## src/rtl/decode_defs.svh

```systemverilog
`ifndef DECODE_DEFS_SVH
`define DECODE_DEFS_SVH

// ************************************************************
// primary opcodes
// ************************************************************
`define DEC_OP_SPECIAL 6'b000000
`define DEC_OP_REGIMM  6'b000001
`define DEC_OP_J       6'b000010
`define DEC_OP_JAL     6'b000011
`define DEC_OP_BEQ     6'b000100
`define DEC_OP_BNE     6'b000101
`define DEC_OP_BLEZ    6'b000110
`define DEC_OP_BGTZ    6'b000111
`define DEC_OP_ADDIU   6'b001001
`define DEC_OP_SLTI    6'b001010
`define DEC_OP_SLTIU   6'b001011
`define DEC_OP_ANDI    6'b001100
`define DEC_OP_ORI     6'b001101
`define DEC_OP_XORI    6'b001110
`define DEC_OP_LUI     6'b001111
`define DEC_OP_LW      6'b100011
`define DEC_OP_SW      6'b101011

// ************************************************************
// funct codes of the SPECIAL group
// ************************************************************
`define DEC_FN_SLL     6'b000000
`define DEC_FN_SRL     6'b000010
`define DEC_FN_SRA     6'b000011
`define DEC_FN_JR      6'b001000
`define DEC_FN_JALR    6'b001001
`define DEC_FN_ADDU    6'b100001
`define DEC_FN_SUBU    6'b100011
`define DEC_FN_AND     6'b100100
`define DEC_FN_OR      6'b100101
`define DEC_FN_XOR     6'b100110
`define DEC_FN_NOR     6'b100111
`define DEC_FN_SLT     6'b101010
`define DEC_FN_SLTU    6'b101011

`define DEC_RT_BLTZ    5'd0      // REGIMM rt selectors
`define DEC_RT_BGEZ    5'd1

`define DEC_LINK_REG    5'd31
`define DEC_LINK_OFFSET 32'd8    // return address lies past the delay slot
`define DEC_BD_OFFSET   32'd4

// conditional branch classes passed from decoder to branch unit
`define DEC_BR_NONE    3'd0
`define DEC_BR_EQ      3'd1
`define DEC_BR_NE      3'd2
`define DEC_BR_GEZ     3'd3
`define DEC_BR_GTZ     3'd4
`define DEC_BR_LEZ     3'd5
`define DEC_BR_LTZ     3'd6

`endif

```

## src/rtl/decode_pkg.sv

```systemverilog
package decode_pkg;

    // ************************************************************
    // architectural widths of the decode stage
    // ************************************************************
    typedef logic [31:0] word_t;      // data or address word
    typedef logic [31:0] inst_t;      // raw instruction word
    typedef logic [4:0]  reg_addr_t;  // gpr number, 0 means no write
    typedef logic [15:0] imm_t;       // immediate or branch offset

    // one-hot alu op, msb first:
    // add sub slt sltu and nor or xor sll srl sra lui
    typedef logic [11:0] alu_ctrl_t;

endpackage

```

## src/rtl/inst_decoder.sv

```systemverilog
`timescale 1ns/1ps
`include "decode_defs.svh"

module inst_decoder import decode_pkg::*; (
    input  inst_t      inst,
    output reg_addr_t  rs,
    output reg_addr_t  rt,
    output logic       rf_wen,
    output reg_addr_t  rf_wdest,
    output alu_ctrl_t  alu_ctrl,
    output logic       need_rs,
    output logic       need_rt,
    output logic       is_jr,
    output logic       is_jump,
    output logic [2:0] branch_kind,
    output logic       link,
    output logic       shf_sa,
    output logic       imm_zero,
    output logic       imm_sign,
    output logic       mem_load,
    output logic       mem_store,
    output logic       reserved
);
    logic [5:0] op;
    logic [5:0] funct;
    reg_addr_t  rd;
    logic [4:0] sa;
    logic       op_special;
    logic       sa_zero;
    logic       rs_zero;
    logic       rt_zero;
    logic i_addu, i_subu, i_slt, i_sltu, i_and, i_or, i_xor, i_nor;
    logic i_sll, i_srl, i_sra, i_jr, i_jalr;
    logic i_addiu, i_slti, i_sltiu, i_andi, i_ori, i_xori, i_lui;
    logic i_beq, i_bne, i_bgez, i_bgtz, i_blez, i_bltz, i_j, i_jal;
    logic r_alu;
    logic cond_br;
    logic wdest_rt;
    logic wdest_rd;

    assign op    = inst[31:26];
    assign rs    = inst[25:21];
    assign rt    = inst[20:16];
    assign rd    = inst[15:11];
    assign sa    = inst[10:6];
    assign funct = inst[5:0];

    assign op_special = (op == `DEC_OP_SPECIAL);
    assign sa_zero    = (sa == 5'd0);
    assign rs_zero    = (rs == 5'd0);
    assign rt_zero    = (rt == 5'd0);

    // ************************************************************
    // per-instruction match
    // ************************************************************
    assign i_addu  = op_special & sa_zero & (funct == `DEC_FN_ADDU);
    assign i_subu  = op_special & sa_zero & (funct == `DEC_FN_SUBU);
    assign i_slt   = op_special & sa_zero & (funct == `DEC_FN_SLT);
    assign i_sltu  = op_special & sa_zero & (funct == `DEC_FN_SLTU);
    assign i_and   = op_special & sa_zero & (funct == `DEC_FN_AND);
    assign i_or    = op_special & sa_zero & (funct == `DEC_FN_OR);
    assign i_xor   = op_special & sa_zero & (funct == `DEC_FN_XOR);
    assign i_nor   = op_special & sa_zero & (funct == `DEC_FN_NOR);
    assign i_sll   = op_special & rs_zero & (funct == `DEC_FN_SLL);   // shifts leave rs unused
    assign i_srl   = op_special & rs_zero & (funct == `DEC_FN_SRL);
    assign i_sra   = op_special & rs_zero & (funct == `DEC_FN_SRA);
    assign i_jr    = op_special & rt_zero & (rd == 5'd0) & sa_zero & (funct == `DEC_FN_JR);
    assign i_jalr  = op_special & rt_zero & sa_zero & (funct == `DEC_FN_JALR);
    assign i_addiu = (op == `DEC_OP_ADDIU);
    assign i_slti  = (op == `DEC_OP_SLTI);
    assign i_sltiu = (op == `DEC_OP_SLTIU);
    assign i_andi  = (op == `DEC_OP_ANDI);
    assign i_ori   = (op == `DEC_OP_ORI);
    assign i_xori  = (op == `DEC_OP_XORI);
    assign i_lui   = (op == `DEC_OP_LUI) & rs_zero;
    assign i_beq   = (op == `DEC_OP_BEQ);
    assign i_bne   = (op == `DEC_OP_BNE);
    assign i_bgez  = (op == `DEC_OP_REGIMM) & (rt == `DEC_RT_BGEZ);
    assign i_bltz  = (op == `DEC_OP_REGIMM) & (rt == `DEC_RT_BLTZ);
    assign i_bgtz  = (op == `DEC_OP_BGTZ) & rt_zero;
    assign i_blez  = (op == `DEC_OP_BLEZ) & rt_zero;
    assign i_j     = (op == `DEC_OP_J);
    assign i_jal   = (op == `DEC_OP_JAL);
    assign mem_load  = (op == `DEC_OP_LW);
    assign mem_store = (op == `DEC_OP_SW);

    // ************************************************************
    // classes
    // ************************************************************
    assign r_alu    = i_addu | i_subu | i_slt | i_sltu | i_and | i_or | i_xor | i_nor;
    assign shf_sa   = i_sll | i_srl | i_sra;
    assign imm_zero = i_andi | i_ori | i_xori | i_lui;
    assign imm_sign = i_addiu | i_slti | i_sltiu | mem_load | mem_store;
    assign cond_br  = i_beq | i_bne | i_bgez | i_bgtz | i_blez | i_bltz;
    assign is_jr    = i_jr | i_jalr;
    assign is_jump  = i_j | i_jal | is_jr;
    assign link     = i_jal | i_jalr;          // EXE forms pc + 8

    always_comb begin
        branch_kind = `DEC_BR_NONE;
        if (i_beq)       branch_kind = `DEC_BR_EQ;
        else if (i_bne)  branch_kind = `DEC_BR_NE;
        else if (i_bgez) branch_kind = `DEC_BR_GEZ;
        else if (i_bgtz) branch_kind = `DEC_BR_GTZ;
        else if (i_blez) branch_kind = `DEC_BR_LEZ;
        else if (i_bltz) branch_kind = `DEC_BR_LTZ;
    end

    assign alu_ctrl = {i_addu | i_addiu | mem_load | mem_store | link,
                       i_subu,
                       i_slt  | i_slti,
                       i_sltu | i_sltiu,
                       i_and  | i_andi,
                       i_nor,
                       i_or   | i_ori,
                       i_xor  | i_xori,
                       i_sll,
                       i_srl,
                       i_sra,
                       i_lui};

    // source usage, drives the interlock
    assign need_rs = r_alu | (imm_sign) | (imm_zero & ~i_lui) | cond_br | is_jr;
    assign need_rt = r_alu | shf_sa | mem_store | i_beq | i_bne;

    // destination select, 0 when nothing is written
    assign wdest_rt = imm_zero | i_addiu | i_slti | i_sltiu | mem_load;
    assign wdest_rd = r_alu | shf_sa | i_jalr;
    assign rf_wen   = wdest_rt | wdest_rd | i_jal;
    assign rf_wdest = wdest_rt ? rt :
                      i_jal    ? `DEC_LINK_REG :
                      wdest_rd ? rd : 5'd0;

    assign reserved = ~(r_alu | shf_sa | imm_zero | imm_sign | cond_br | is_jump);

endmodule

```

## src/rtl/branch_unit.sv

```systemverilog
`timescale 1ns/1ps
`include "decode_defs.svh"

module branch_unit import decode_pkg::*; (
    input  word_t       pc,
    input  word_t       rs_value,
    input  word_t       rt_value,
    input  imm_t        offset,
    input  logic [25:0] target26,
    input  logic        is_jr,
    input  logic        is_jump,
    input  logic [2:0]  branch_kind,
    input  logic        in_valid,
    input  logic        in_ready,
    output logic        jbr_taken,
    output word_t       jbr_target
);
    word_t bd_pc;
    word_t j_target;
    word_t br_target;
    logic  rs_eq_rt;
    logic  rs_ez;
    logic  rs_ltz;
    logic  br_cond;

    assign bd_pc = pc + `DEC_BD_OFFSET;    // targets are relative to the delay slot

    assign rs_eq_rt = (rs_value == rt_value);
    assign rs_ez    = (rs_value == 32'd0);
    assign rs_ltz   = rs_value[31];

    always_comb begin
        case (branch_kind)
            `DEC_BR_EQ:  br_cond = rs_eq_rt;
            `DEC_BR_NE:  br_cond = ~rs_eq_rt;
            `DEC_BR_GEZ: br_cond = ~rs_ltz;
            `DEC_BR_GTZ: br_cond = ~rs_ltz & ~rs_ez;
            `DEC_BR_LEZ: br_cond = rs_ltz | rs_ez;
            `DEC_BR_LTZ: br_cond = rs_ltz;
            default:     br_cond = 1'b0;
        endcase
    end

    assign j_target  = is_jr ? rs_value : {bd_pc[31:28], target26, 2'b00};
    assign br_target = bd_pc + {{14{offset[15]}}, offset, 2'b00};

    // redirect only fires on the accepting cycle
    assign jbr_taken  = (is_jump | br_cond) & in_valid & in_ready;
    assign jbr_target = is_jump ? j_target : br_target;

endmodule

```

## src/rtl/hazard_check.sv

```systemverilog
`timescale 1ns/1ps

module hazard_check import decode_pkg::*; (
    input  reg_addr_t rs,
    input  reg_addr_t rt,
    input  reg_addr_t exe_wdest,
    input  reg_addr_t mem_wdest,
    input  reg_addr_t wb_wdest,
    input  logic      need_rs,
    input  logic      need_rt,
    output logic      stall
);
    logic rs_wait;
    logic rt_wait;

    // r0 never waits, pending destinations of 0 mean no write
    assign rs_wait = need_rs & (rs != 5'd0)
                   & ((rs == exe_wdest) | (rs == mem_wdest) | (rs == wb_wdest));
    assign rt_wait = need_rt & (rt != 5'd0)
                   & ((rt == exe_wdest) | (rt == mem_wdest) | (rt == wb_wdest));

    assign stall = rs_wait | rt_wait;

endmodule

```

## src/rtl/operand_select.sv

```systemverilog
`timescale 1ns/1ps
`include "decode_defs.svh"

module operand_select import decode_pkg::*; (
    input  word_t      pc,
    input  word_t      rs_value,
    input  word_t      rt_value,
    input  imm_t       imm,
    input  logic [4:0] sa,
    input  logic       link,
    input  logic       shf_sa,
    input  logic       imm_zero,
    input  logic       imm_sign,
    output word_t      operand1,
    output word_t      operand2
);
    word_t imm_zext;
    word_t imm_sext;

    assign imm_zext = {16'd0, imm};
    assign imm_sext = {{16{imm[15]}}, imm};

    // link forms pc + 8 in EXE
    assign operand1 = link   ? pc :
                      shf_sa ? {27'd0, sa} : rs_value;

    assign operand2 = link     ? `DEC_LINK_OFFSET :
                      imm_zero ? imm_zext :
                      imm_sign ? imm_sext : rt_value;

endmodule

```

## src/rtl/id_ex_reg.sv

```systemverilog
`timescale 1ns/1ps

module id_ex_reg import decode_pkg::*; (
    input  logic      clk,
    input  logic      rst_n,
    input  logic      in_valid,
    input  logic      stall,
    input  logic      ex_ready,
    input  alu_ctrl_t alu_ctrl,
    input  word_t     operand1,
    input  word_t     operand2,
    input  word_t     store_data,
    input  logic      mem_load,
    input  logic      mem_store,
    input  logic      rf_wen,
    input  reg_addr_t rf_wdest,
    input  word_t     pc,
    input  logic      reserved,
    output logic      in_ready,
    output logic      ex_valid,
    output alu_ctrl_t ex_alu_ctrl,
    output word_t     ex_operand1,
    output word_t     ex_operand2,
    output word_t     ex_store_data,
    output logic      ex_mem_load,
    output logic      ex_mem_store,
    output logic      ex_rf_wen,
    output reg_addr_t ex_rf_wdest,
    output word_t     ex_pc,
    output logic      ex_reserved
);
    logic accept;

    // empty slot, or the held item leaves this cycle
    assign in_ready = ~stall & (~ex_valid | ex_ready);
    assign accept   = in_valid & in_ready;

    always_ff @(posedge clk) begin
        if (!rst_n) begin
            ex_valid <= 1'b0;
        end else if (accept) begin
            ex_valid <= 1'b1;
        end else if (ex_ready) begin
            ex_valid <= 1'b0;       // handed off, nothing new
        end
    end

    always_ff @(posedge clk) begin
        if (accept) begin
            ex_alu_ctrl   <= alu_ctrl;
            ex_operand1   <= operand1;
            ex_operand2   <= operand2;
            ex_store_data <= store_data;
            ex_mem_load   <= mem_load;
            ex_mem_store  <= mem_store;
            ex_rf_wen     <= rf_wen;
            ex_rf_wdest   <= rf_wdest;
            ex_pc         <= pc;
            ex_reserved   <= reserved;
        end
    end

endmodule

```

## src/rtl/decode_stage.sv

```systemverilog
`timescale 1ns/1ps

module decode_stage import decode_pkg::*; (
    input  logic      clk,
    input  logic      rst_n,
    // fetch side
    input  logic      in_valid,
    output logic      in_ready,
    input  inst_t     in_inst,
    input  word_t     in_pc,
    // register file
    output reg_addr_t rs,
    output reg_addr_t rt,
    input  word_t     rs_value,
    input  word_t     rt_value,
    // pending writes downstream
    input  reg_addr_t exe_wdest,
    input  reg_addr_t mem_wdest,
    input  reg_addr_t wb_wdest,
    // redirect to fetch
    output logic      jbr_taken,
    output word_t     jbr_target,
    // execute side
    output logic      ex_valid,
    input  logic      ex_ready,
    output alu_ctrl_t ex_alu_ctrl,
    output word_t     ex_operand1,
    output word_t     ex_operand2,
    output word_t     ex_store_data,
    output logic      ex_mem_load,
    output logic      ex_mem_store,
    output logic      ex_rf_wen,
    output reg_addr_t ex_rf_wdest,
    output word_t     ex_pc,
    output logic      ex_reserved
);
    logic       rf_wen;
    reg_addr_t  rf_wdest;
    alu_ctrl_t  alu_ctrl;
    logic       need_rs;
    logic       need_rt;
    logic       is_jr;
    logic       is_jump;
    logic [2:0] branch_kind;
    logic       link;
    logic       shf_sa;
    logic       imm_zero;
    logic       imm_sign;
    logic       mem_load;
    logic       mem_store;
    logic       reserved;
    logic       stall;
    word_t      operand1;
    word_t      operand2;

    // ************************************************************
    // decode and resolve
    // ************************************************************
    inst_decoder u_inst_decoder (
        .inst        (in_inst),
        .rs          (rs),
        .rt          (rt),
        .rf_wen      (rf_wen),
        .rf_wdest    (rf_wdest),
        .alu_ctrl    (alu_ctrl),
        .need_rs     (need_rs),
        .need_rt     (need_rt),
        .is_jr       (is_jr),
        .is_jump     (is_jump),
        .branch_kind (branch_kind),
        .link        (link),
        .shf_sa      (shf_sa),
        .imm_zero    (imm_zero),
        .imm_sign    (imm_sign),
        .mem_load    (mem_load),
        .mem_store   (mem_store),
        .reserved    (reserved)
    );

    branch_unit u_branch_unit (
        .pc          (in_pc),
        .rs_value    (rs_value),
        .rt_value    (rt_value),
        .offset      (in_inst[15:0]),
        .target26    (in_inst[25:0]),
        .is_jr       (is_jr),
        .is_jump     (is_jump),
        .branch_kind (branch_kind),
        .in_valid    (in_valid),
        .in_ready    (in_ready),
        .jbr_taken   (jbr_taken),
        .jbr_target  (jbr_target)
    );

    hazard_check u_hazard_check (
        .rs        (rs),
        .rt        (rt),
        .exe_wdest (exe_wdest),
        .mem_wdest (mem_wdest),
        .wb_wdest  (wb_wdest),
        .need_rs   (need_rs),
        .need_rt   (need_rt),
        .stall     (stall)
    );

    operand_select u_operand_select (
        .pc       (in_pc),
        .rs_value (rs_value),
        .rt_value (rt_value),
        .imm      (in_inst[15:0]),
        .sa       (in_inst[10:6]),
        .link     (link),
        .shf_sa   (shf_sa),
        .imm_zero (imm_zero),
        .imm_sign (imm_sign),
        .operand1 (operand1),
        .operand2 (operand2)
    );

    // ************************************************************
    // ID to EXE register
    // ************************************************************
    id_ex_reg u_id_ex_reg (
        .clk           (clk),
        .rst_n         (rst_n),
        .in_valid      (in_valid),
        .stall         (stall),
        .ex_ready      (ex_ready),
        .alu_ctrl      (alu_ctrl),
        .operand1      (operand1),
        .operand2      (operand2),
        .store_data    (rt_value),     // sw stores rt
        .mem_load      (mem_load),
        .mem_store     (mem_store),
        .rf_wen        (rf_wen),
        .rf_wdest      (rf_wdest),
        .pc            (in_pc),
        .reserved      (reserved),
        .in_ready      (in_ready),
        .ex_valid      (ex_valid),
        .ex_alu_ctrl   (ex_alu_ctrl),
        .ex_operand1   (ex_operand1),
        .ex_operand2   (ex_operand2),
        .ex_store_data (ex_store_data),
        .ex_mem_load   (ex_mem_load),
        .ex_mem_store  (ex_mem_store),
        .ex_rf_wen     (ex_rf_wen),
        .ex_rf_wdest   (ex_rf_wdest),
        .ex_pc         (ex_pc),
        .ex_reserved   (ex_reserved)
    );

endmodule

```

## config.mk

```make
export PLATFORM = sky130hd
export DESIGN_NAME = decode_stage
export DESIGN_NICKNAME = d
export VERILOG_FILES = /design/src/rtl/decode_pkg.sv /design/src/rtl/inst_decoder.sv /design/src/rtl/branch_unit.sv /design/src/rtl/hazard_check.sv /design/src/rtl/operand_select.sv /design/src/rtl/id_ex_reg.sv /design/src/rtl/decode_stage.sv
export VERILOG_INCLUDE_DIRS = /design/src /design/src/rtl
export SDC_FILE = /design/constraint.sdc
export NUM_CORES = 1
export LEC_CHECK = 0
export BUFFER_PORTS_ARGS = -buffer_cell sky130_fd_sc_hd__buf_2
export CELL_PAD_IN_SITES_DETAIL_PLACEMENT = 0
export CELL_PAD_IN_SITES_GLOBAL_PLACEMENT = 1
export CORE_ASPECT_RATIO = 1.75
export CORE_UTILIZATION = 38
export DETAILED_ROUTE_END_ITERATION = 8
export PLACE_DENSITY_LB_ADDON = 0.1
export SLEW_MARGIN = 0
export SYNTH_ARGS = -nofsm -noshare
export SYNTH_HDL_FRONTEND = slang
export SYNTH_SLANG_ARGS = --single-unit
```

## constraint.sdc

```tcl
create_clock -name clk -period 7.5 [get_ports clk]
set_clock_uncertainty 0.15 [all_clocks]
set_input_delay 0.375 -clock clk [delete_from_list [all_inputs] [get_ports clk]]
set_output_delay 0.375 -clock clk [all_outputs]
set_load 0.02 [all_outputs]
```

### Yosys cells after proc, flatten, opt, wreduce, memory -nomap -nowiden

Index checks and enable logic that the tools add are counted.

* bits in read-only memories: 0
* register bits after elaboration: 150
* latch bits: 0
* input port bits: 147
* memory bits (writable): 0
* output and inout bits: 194
* word-level logic and storage cells: 187
* memories kept: 0

* multipliers: 0
* shift-type cells: 0
* bitwise gates (word level): 102
* add/subtract/negate cells: 2
* equality and inequality tests: 42
* reductions and logical operators: 11
* mux-type cells: 18
* div/mod/pow operators: 0
* magnitude comparators: 0

Operator list (count)
* 32-bit two-way mux: 5
* 1-bit bitwise OR: 61
* 6-bit equality test (second input constant): 10
* 6-bit by 4-bit equality test with 1-bit output (second input constant): 9
* 1-bit bitwise AND: 34
* 32-bit by 3-bit adder with 32-bit output (second input constant): 1
* 32-bit adder: 1
* 32-bit equality test: 1
* 32-bit logical NOT: 1
* 5-bit equality test: 6
* 6-bit by 2-bit equality test with 1-bit output (second input constant): 4
* 6-bit by 3-bit equality test with 1-bit output (second input constant): 4
* 5-bit logical NOT: 4
* 3-bit two-way mux: 6
* 16-bit two-way mux: 1
* 5-bit two-way mux: 3
* 6-bit logical NOT: 2
* 5-bit nonzero test: 2
* 3-bit equality test (second input constant): 3
* 1-bit inverter: 7
* 3-bit by 2-bit equality test with 1-bit output (second input constant): 2
* 6-bit by 1-bit equality test with 1-bit output (second input constant): 1
* 1-bit one-hot mux with 6 select lines: 1
* 5-bit by 1-bit equality test with 1-bit output (second input constant): 1
* 4 further kinds: 5

### Longest topological paths before layout

* word-level depth: 21
* gate-level depth with buffers: 17
* gate-level depth less buffers: 17

### By module

Synthesis repeated with hierarchy kept, for this count alone.

* cell total of the unflattened synthesis: 950
* area, all modules: 9948.3 µm²

Modules (own cells, without submodules)
* id_ex_reg: instances 1, sequential area each 4494.3 µm², area each 4534.3 µm², cells an instance 156
* branch_unit: instances 1, sequential area each 0.0 µm², area each 3259.4 µm², cells an instance 474
* operand_select: instances 1, sequential area each 0.0 µm², area each 960.9 µm², cells an instance 147
* inst_decoder: instances 1, sequential area each 0.0 µm², area each 829.5 µm², cells an instance 124
* hazard_check: instances 1, sequential area each 0.0 µm², area each 364.1 µm², cells an instance 49

### Least setup slack after synthesis

No wires, ideal clock.

* path type: input port to flip-flop
* start: input port in_inst[16]
* end: register u_id_ex_reg.ex_alu_ctrl[0], enable pin
* stages on the path: 8
* setup time: 501 ps
* arrival time: 5316 ps
* path buffers: 1
* setup slack: 1533 ps
* required time: 6849 ps
* cell sequence: clkbuf_1 > nor2_1 > nand4_4 > nor2_8 > or4b_1 > a222oi_1 > nand2_1 > inv_1

* word-level cells in the longest chain between the ends: 14
* elaborated cells between the ends (all ways): 33
* those cells by class: 4 x eq/ne; 27 x bitwise; 2 x reduce/logical

RTL lines
* start: declaration: line decode_stage.sv:9 `input inst_t in_inst,`
* 5-bit by 1-bit equality test with 1-bit output (no source line)
* 1-bit bitwise AND: line inst_decoder.sv:78 `` assign i_bgez = (op == `DEC_OP_REGIMM) & (rt == `DEC_RT_BGEZ); ``
* 1-bit bitwise OR (4 in series): line inst_decoder.sv:94 `assign cond_br = i_beq | i_bne | i_bgez | i_bgtz | i_blez | i_bltz;`
* 1-bit bitwise OR (2 in series): line inst_decoder.sv:123 `assign need_rs = r_alu | (imm_sign) | (imm_zero & ~i_lui) | cond_br | is_jr;`
* 1-bit bitwise AND: line hazard_check.sv:17 `assign rs_wait = need_rs & (rs != 5'd0)`
* 1-bit bitwise AND: line hazard_check.sv:18 `& ((rs == exe_wdest) | (rs == mem_wdest) | (rs == wb_wdest));`
* 1-bit bitwise OR *: line hazard_check.sv:22 `assign stall = rs_wait | rt_wait;`
* 1-bit inverter *: line id_ex_reg.sv:35 `assign in_ready = ~stall & (~ex_valid | ex_ready);`
* 1-bit bitwise AND *: line id_ex_reg.sv:35
* named net in_ready: line decode_stage.sv:8 `output logic in_ready,`
* 1-bit bitwise AND *: line id_ex_reg.sv:36 `assign accept = in_valid & in_ready;`
* named net u_id_ex_reg.accept: line id_ex_reg.sv:32 `logic accept;`
* end signal: assignment: line id_ex_reg.sv:50 `ex_alu_ctrl <= alu_ctrl;`
* end: declaration: line id_ex_reg.sv:21 `output alu_ctrl_t ex_alu_ctrl,`

Mark *: on every way through the listed nets, which the timed path passes. The rest lies on a longest branch.
A chain may end at the register's enable or synchronous reset.

### Final worst setup path

* start: input port in_pc[7]
* end: output port jbr_target[31]

* word-level cells in the longest chain between the ends: 3
* elaborated cells between the ends (all ways): 4
* those cells by class: 2 x add/sub; 2 x mux

RTL lines
* start: declaration: line decode_stage.sv:10 `input word_t in_pc,`
* 32-bit by 3-bit adder with 32-bit output (no source line) *
* 32-bit adder or 32-bit two-way mux (tied branches): line branch_unit.sv:45, branch_unit.sv:44
* 32-bit two-way mux *: line branch_unit.sv:49 `assign jbr_target = is_jump ? j_target : br_target;`
* end: declaration: line decode_stage.sv:22 `output word_t jbr_target,`

Every way passes the cells marked *; elsewhere a longest branch is shown, timed or not.

==> results.md <==
- Status: finished clean
- GR Overflow Total: 0
- Routed len/inst: 22.1 um
- Internal cell power: 1710 uW
- RD Place Congestion: 0.841
- Clock power share: 34.7%
- Worst-path cell chain: dlygate4sd3_1 > buf_2 > nand3_1 > nor3_1 > and3_1 > nand4_1 > inv_1 > nand2_1 > xnor2_1 > ha_1 > nand3_1 > nor2_1 > nand2_1 > o2111a_1 > or4b_4 > nand3_2 > mux2i_1 > o21ai_1 > buf_2
- Remaining antenna violation count: 0
- Min-delay worst type: in2reg
- Htree depth: 4
- Core ar.: 24,600 um^2
- Slew HR: 38.2%
- CTS tree: yes
- Max VDD drop: 0.138 mV
- Final WS setup: 2.10 ns
- Warnings from Yosys: 0
- Actual slew at the worst max-slew pin: 0.921 ns
- Root buffer cell: clkbuf_16
- Logic pwr share: between 20% and 30%
- Max Cap Violations: 0
- CP Max Fanout: 5
- Syn_nets: 1,147
- Clock sinks: 150
- WP data arrival: 4.88 ns
- Worst Setup Start Kind: input port
- Worst hold path endpoint: u_id_ex_reg.ex_store_data[18]
- GRT Resource Usage Total: between 20% and 30%
- Initial DRT Pass Iterations: 5
- Minimum clock period: 5.40 ns
- Worst hold slack: approximately 0.014 ns
- Final setup viols: 0
- Fin Setup TNS: 0 ns
- Pre-CTS setup slack: 2.36 ns
- Mapped Avg Cell Area: 9.86 um^2
- Inserted Clock Buffers: 17
- Total number of vias: ~8,800
- Seq cells post-synth: 150
- Crit Path Class: in2out
- Mapped Area: between 9000 and 10,000 um^2
- Share of layout cells above drive strength 1: between 30% and 40%
- Crit-path max cell delay: 0.79 ns
- Final worst-path cycle share: between 70 and 80%
- Layout Utilization: 49.7%
- Initial antenna violation count: 0
- Synth-to-layout area growth: 28.0%
- Initial core utilization: about 39%
- Hold path depth: 1
- I/O Buffers: 340
- Total Nets Final: 1,480
- Critical Path Sink Type: output port
- Sw Share: approximately a third
- Die W: approximately 120 um
- Critical path data required time: 6.97 ns
- Number of synthesized flops with an enable pin: 149
- Clock Tree Buf Depth: 2
- Reg2reg start: u_id_ex_reg.ex_valid
- Worst Reg-to-Reg Cells: 4
- DR DRC count: 0
- FMAX: 185 MHz
- Clk_lat worst skew: roughly 0.45 ns
- Dominant synthesized flop cell: edfxtp_1
- Largest net degree at the start of global routing: 82
- Worst R2R Setup Slack: 4.78 ns
- Leakage Power: about 0.0051 uW
- Post-synth top area share: about 47%
- Slew Viols, Final: 0
- Post-Synthesis Cells: 969
- Die area: approximately 26,000 um^2
- FFs w/ async S/R, synth: 0%
- Vias in the first global route: between 8,000 and 9,000
- Io pins: about 340
- Final Hold Fails: 0
- DRT iter0 DRCs: 644
- Vias per cell: 5.43
- Synth area leader: edfxtp_1
- Sequential Power Share: 39.6%
- Die Y: 212 um
- Clk pin slew, worst setup/hold paths: 0.06 ns
- RSZ-0062 raised after global routing: no
- Reg2Reg Capture Point: u_id_ex_reg.ex_pc[4]
- Sw Pwr: 828 uW
- Ant. Diodes: 0
- Post-synthesis sequential area ratio: 47.0%
- Yosys cell types: 75
- Dpl hpwl: 27.7 mm
- PwrDens: approximately 210 nW/um^2
- Worst hold start: rt_value[18]
- FP Rows: 76
- First-pass GRT wire length: around 52 mm
- Largest cells by area after synthesis: edfxtp_1, xnor2_1, nand2_1
- Routed wire length: 35.9 mm
- Slowest CP cell: nor3_1
-- synthesized netlist by cell type, types with 2 or more instances --
library cell / n
buf_4: 16
a21o_1: 15
clkbuf_8: 2
or3_1: 2
nand2_1: 144
xnor2_1: 75
nor3_1: 14
nand2b_1: 13
and3_1: 11
o21bai_1: 3
o21ai_2: 2
o22ai_1: 4
ha_1: 30
o21a_1: 2
nand2_2: 2
o211ai_1: 5
nand3b_1: 2
a211oi_1: 7
nand3_1: 27
and2_1: 2
a21boi_0: 2
a22oi_1: 29
nor4_1: 15
nand4_1: 20
inv_1: 13
and3_2: 2
nor2_1: 59
buf_2: 13
clkbuf_2: 4
o21ai_0: 93
xor2_1: 36
o21ai_1: 7
mux2i_1: 7
or4_1: 5
clkbuf_1: 21
nor2b_1: 7
o31ai_1: 5
edfxtp_1: 149
a21oi_1: 63
a31oi_1: 6
-- timing repair --
action / in CTS / in global routing
buffers inserted: 0 / 0
setup endpoints to repair: 0 / 0
resized for setup: 0 / 0
hold buffers: 24 / 0
endpoints found under the hold margin: 24 / 0
-- placed cells by master, fill, tap and decap left out, types with 12 or more instances in the layout --
cell / synthesis / layout
buf_2: 13 / 340
edfxtp_1: 149 / 149
nand2_1: 144 / 144
o21ai_0: 93 / 93
xnor2_1: 75 / 75
a21oi_1: 63 / 63
nor2_1: 59 / 59
xor2_1: 36 / 36
ha_1: 30 / 30
a22oi_1: 29 / 29
nand3_1: 27 / 27
dlygate4sd3_1: 0 / 24
nand4_1: 20 / 20
clkbuf_16: 0 / 17
nor4_1: 15 / 15
a21o_1: 15 / 15
nor3_1: 14 / 14
nand2b_1: 13 / 13
inv_1: 13 / 12
-- sequential cells by signal, indices dropped and copies added, names as in the netlist --
name / cells
u_id_ex_reg.ex_alu_ctrl: 12
u_id_ex_reg.ex_mem_load: 1
u_id_ex_reg.ex_mem_store: 1
u_id_ex_reg.ex_operand1: 32
u_id_ex_reg.ex_operand2: 32
u_id_ex_reg.ex_pc: 32
u_id_ex_reg.ex_reserved: 1
u_id_ex_reg.ex_rf_wdest: 5
u_id_ex_reg.ex_rf_wen: 1
u_id_ex_reg.ex_store_data: 32
u_id_ex_reg.ex_valid: 1
-- how the worst max path moves through the flow --
| stage | from | endpoint | slack (ns) |
|---|---|---|---|
| global route | in_pc[9] | jbr_target[31] | 1.76 |
| floorplan | in_inst[16] | u_id_ex_reg.ex_alu_ctrl[0] | 1.53 |
| detailed placement | in_pc[2] | jbr_target[31] | 2.36 |
| CTS | in_pc[7] | jbr_target[31] | 2.06 |
| finish | in_pc[7] | jbr_target[31] | 2.10 |
| global placement | in_pc[2] | jbr_target[31] | 2.44 |
-- final cells by class --
cell class                      count  area (um^2)
Clock buffer                       17          425
Fill cell                        2401        12400
Multi-Input combinational cell    748         4700
Sequential cell                   150         4490
Inverter                           13         53.8
Timing Repair Buffer              372         2000
Tap cell                          312          390
Clock inverter                     15          165
-- power by group through the flow --
stage / Combinational [uW] / Sequential (uW) / Clock, uW
floorplan: 306 / 1110 / 0
global placement: 641 / 1020 / 0
detailed placement: 643 / 1020 / 0
CTS: 655 / 1010 / 893
global route: 701 / 1010 / 917
finish: 651 / 1010 / 880
-- kinds of logic (layout without fill, tap and decap cells) --
group	count (synthesis)	in the layout	synth area share, %
DFF	150	150	47.0
AOI/OAI and AO/OA	257	257	16.4
and+or+nand+nor	341	341	17.5
adders and majority gates	31	31	4.14
muxes	8	8	0.851
buffers and inverters	71	417	3.93
xor gates and xnor gates	111	111	10.2
-- metal layers --
metal | routed length (um) | part of all wire, % | GRT usage, %
met3 | 1850 | 5.2 | 4.28
met2 | 19500 | 54 | 51.5
met1 | 13200 | 37 | 30.6
met5 | 0 | 0 | 0
met4 | 1310 | 3.6 | 13.1
-- worst max-delay path: cells and delay by family --
kind	cells	cell delay [ns]
buffers and inverters	4	0.96
XOR/XNOR	1	0.13
adder cells (fa/ha/maj)	1	0.34
AO/OA/AOI/OAI	2	0.34
AND/OR/NAND/NOR	10	2.52
multiplexers	1	0.20
-- metrics by stage --
stage / std cells / total power (uW) / area [um^2]
global placement: 1571 / 1660 / 11400
global route: 1627 / 2630 / 12200
finish: 1627 / 2540 / 12200
CTS: 1627 / 2550 / 12200
detailed placement: 1571 / 1670 / 11400
floorplan: 969 / 1410 / 9560
No activity file was read; power rests on OpenSTA's default activity.
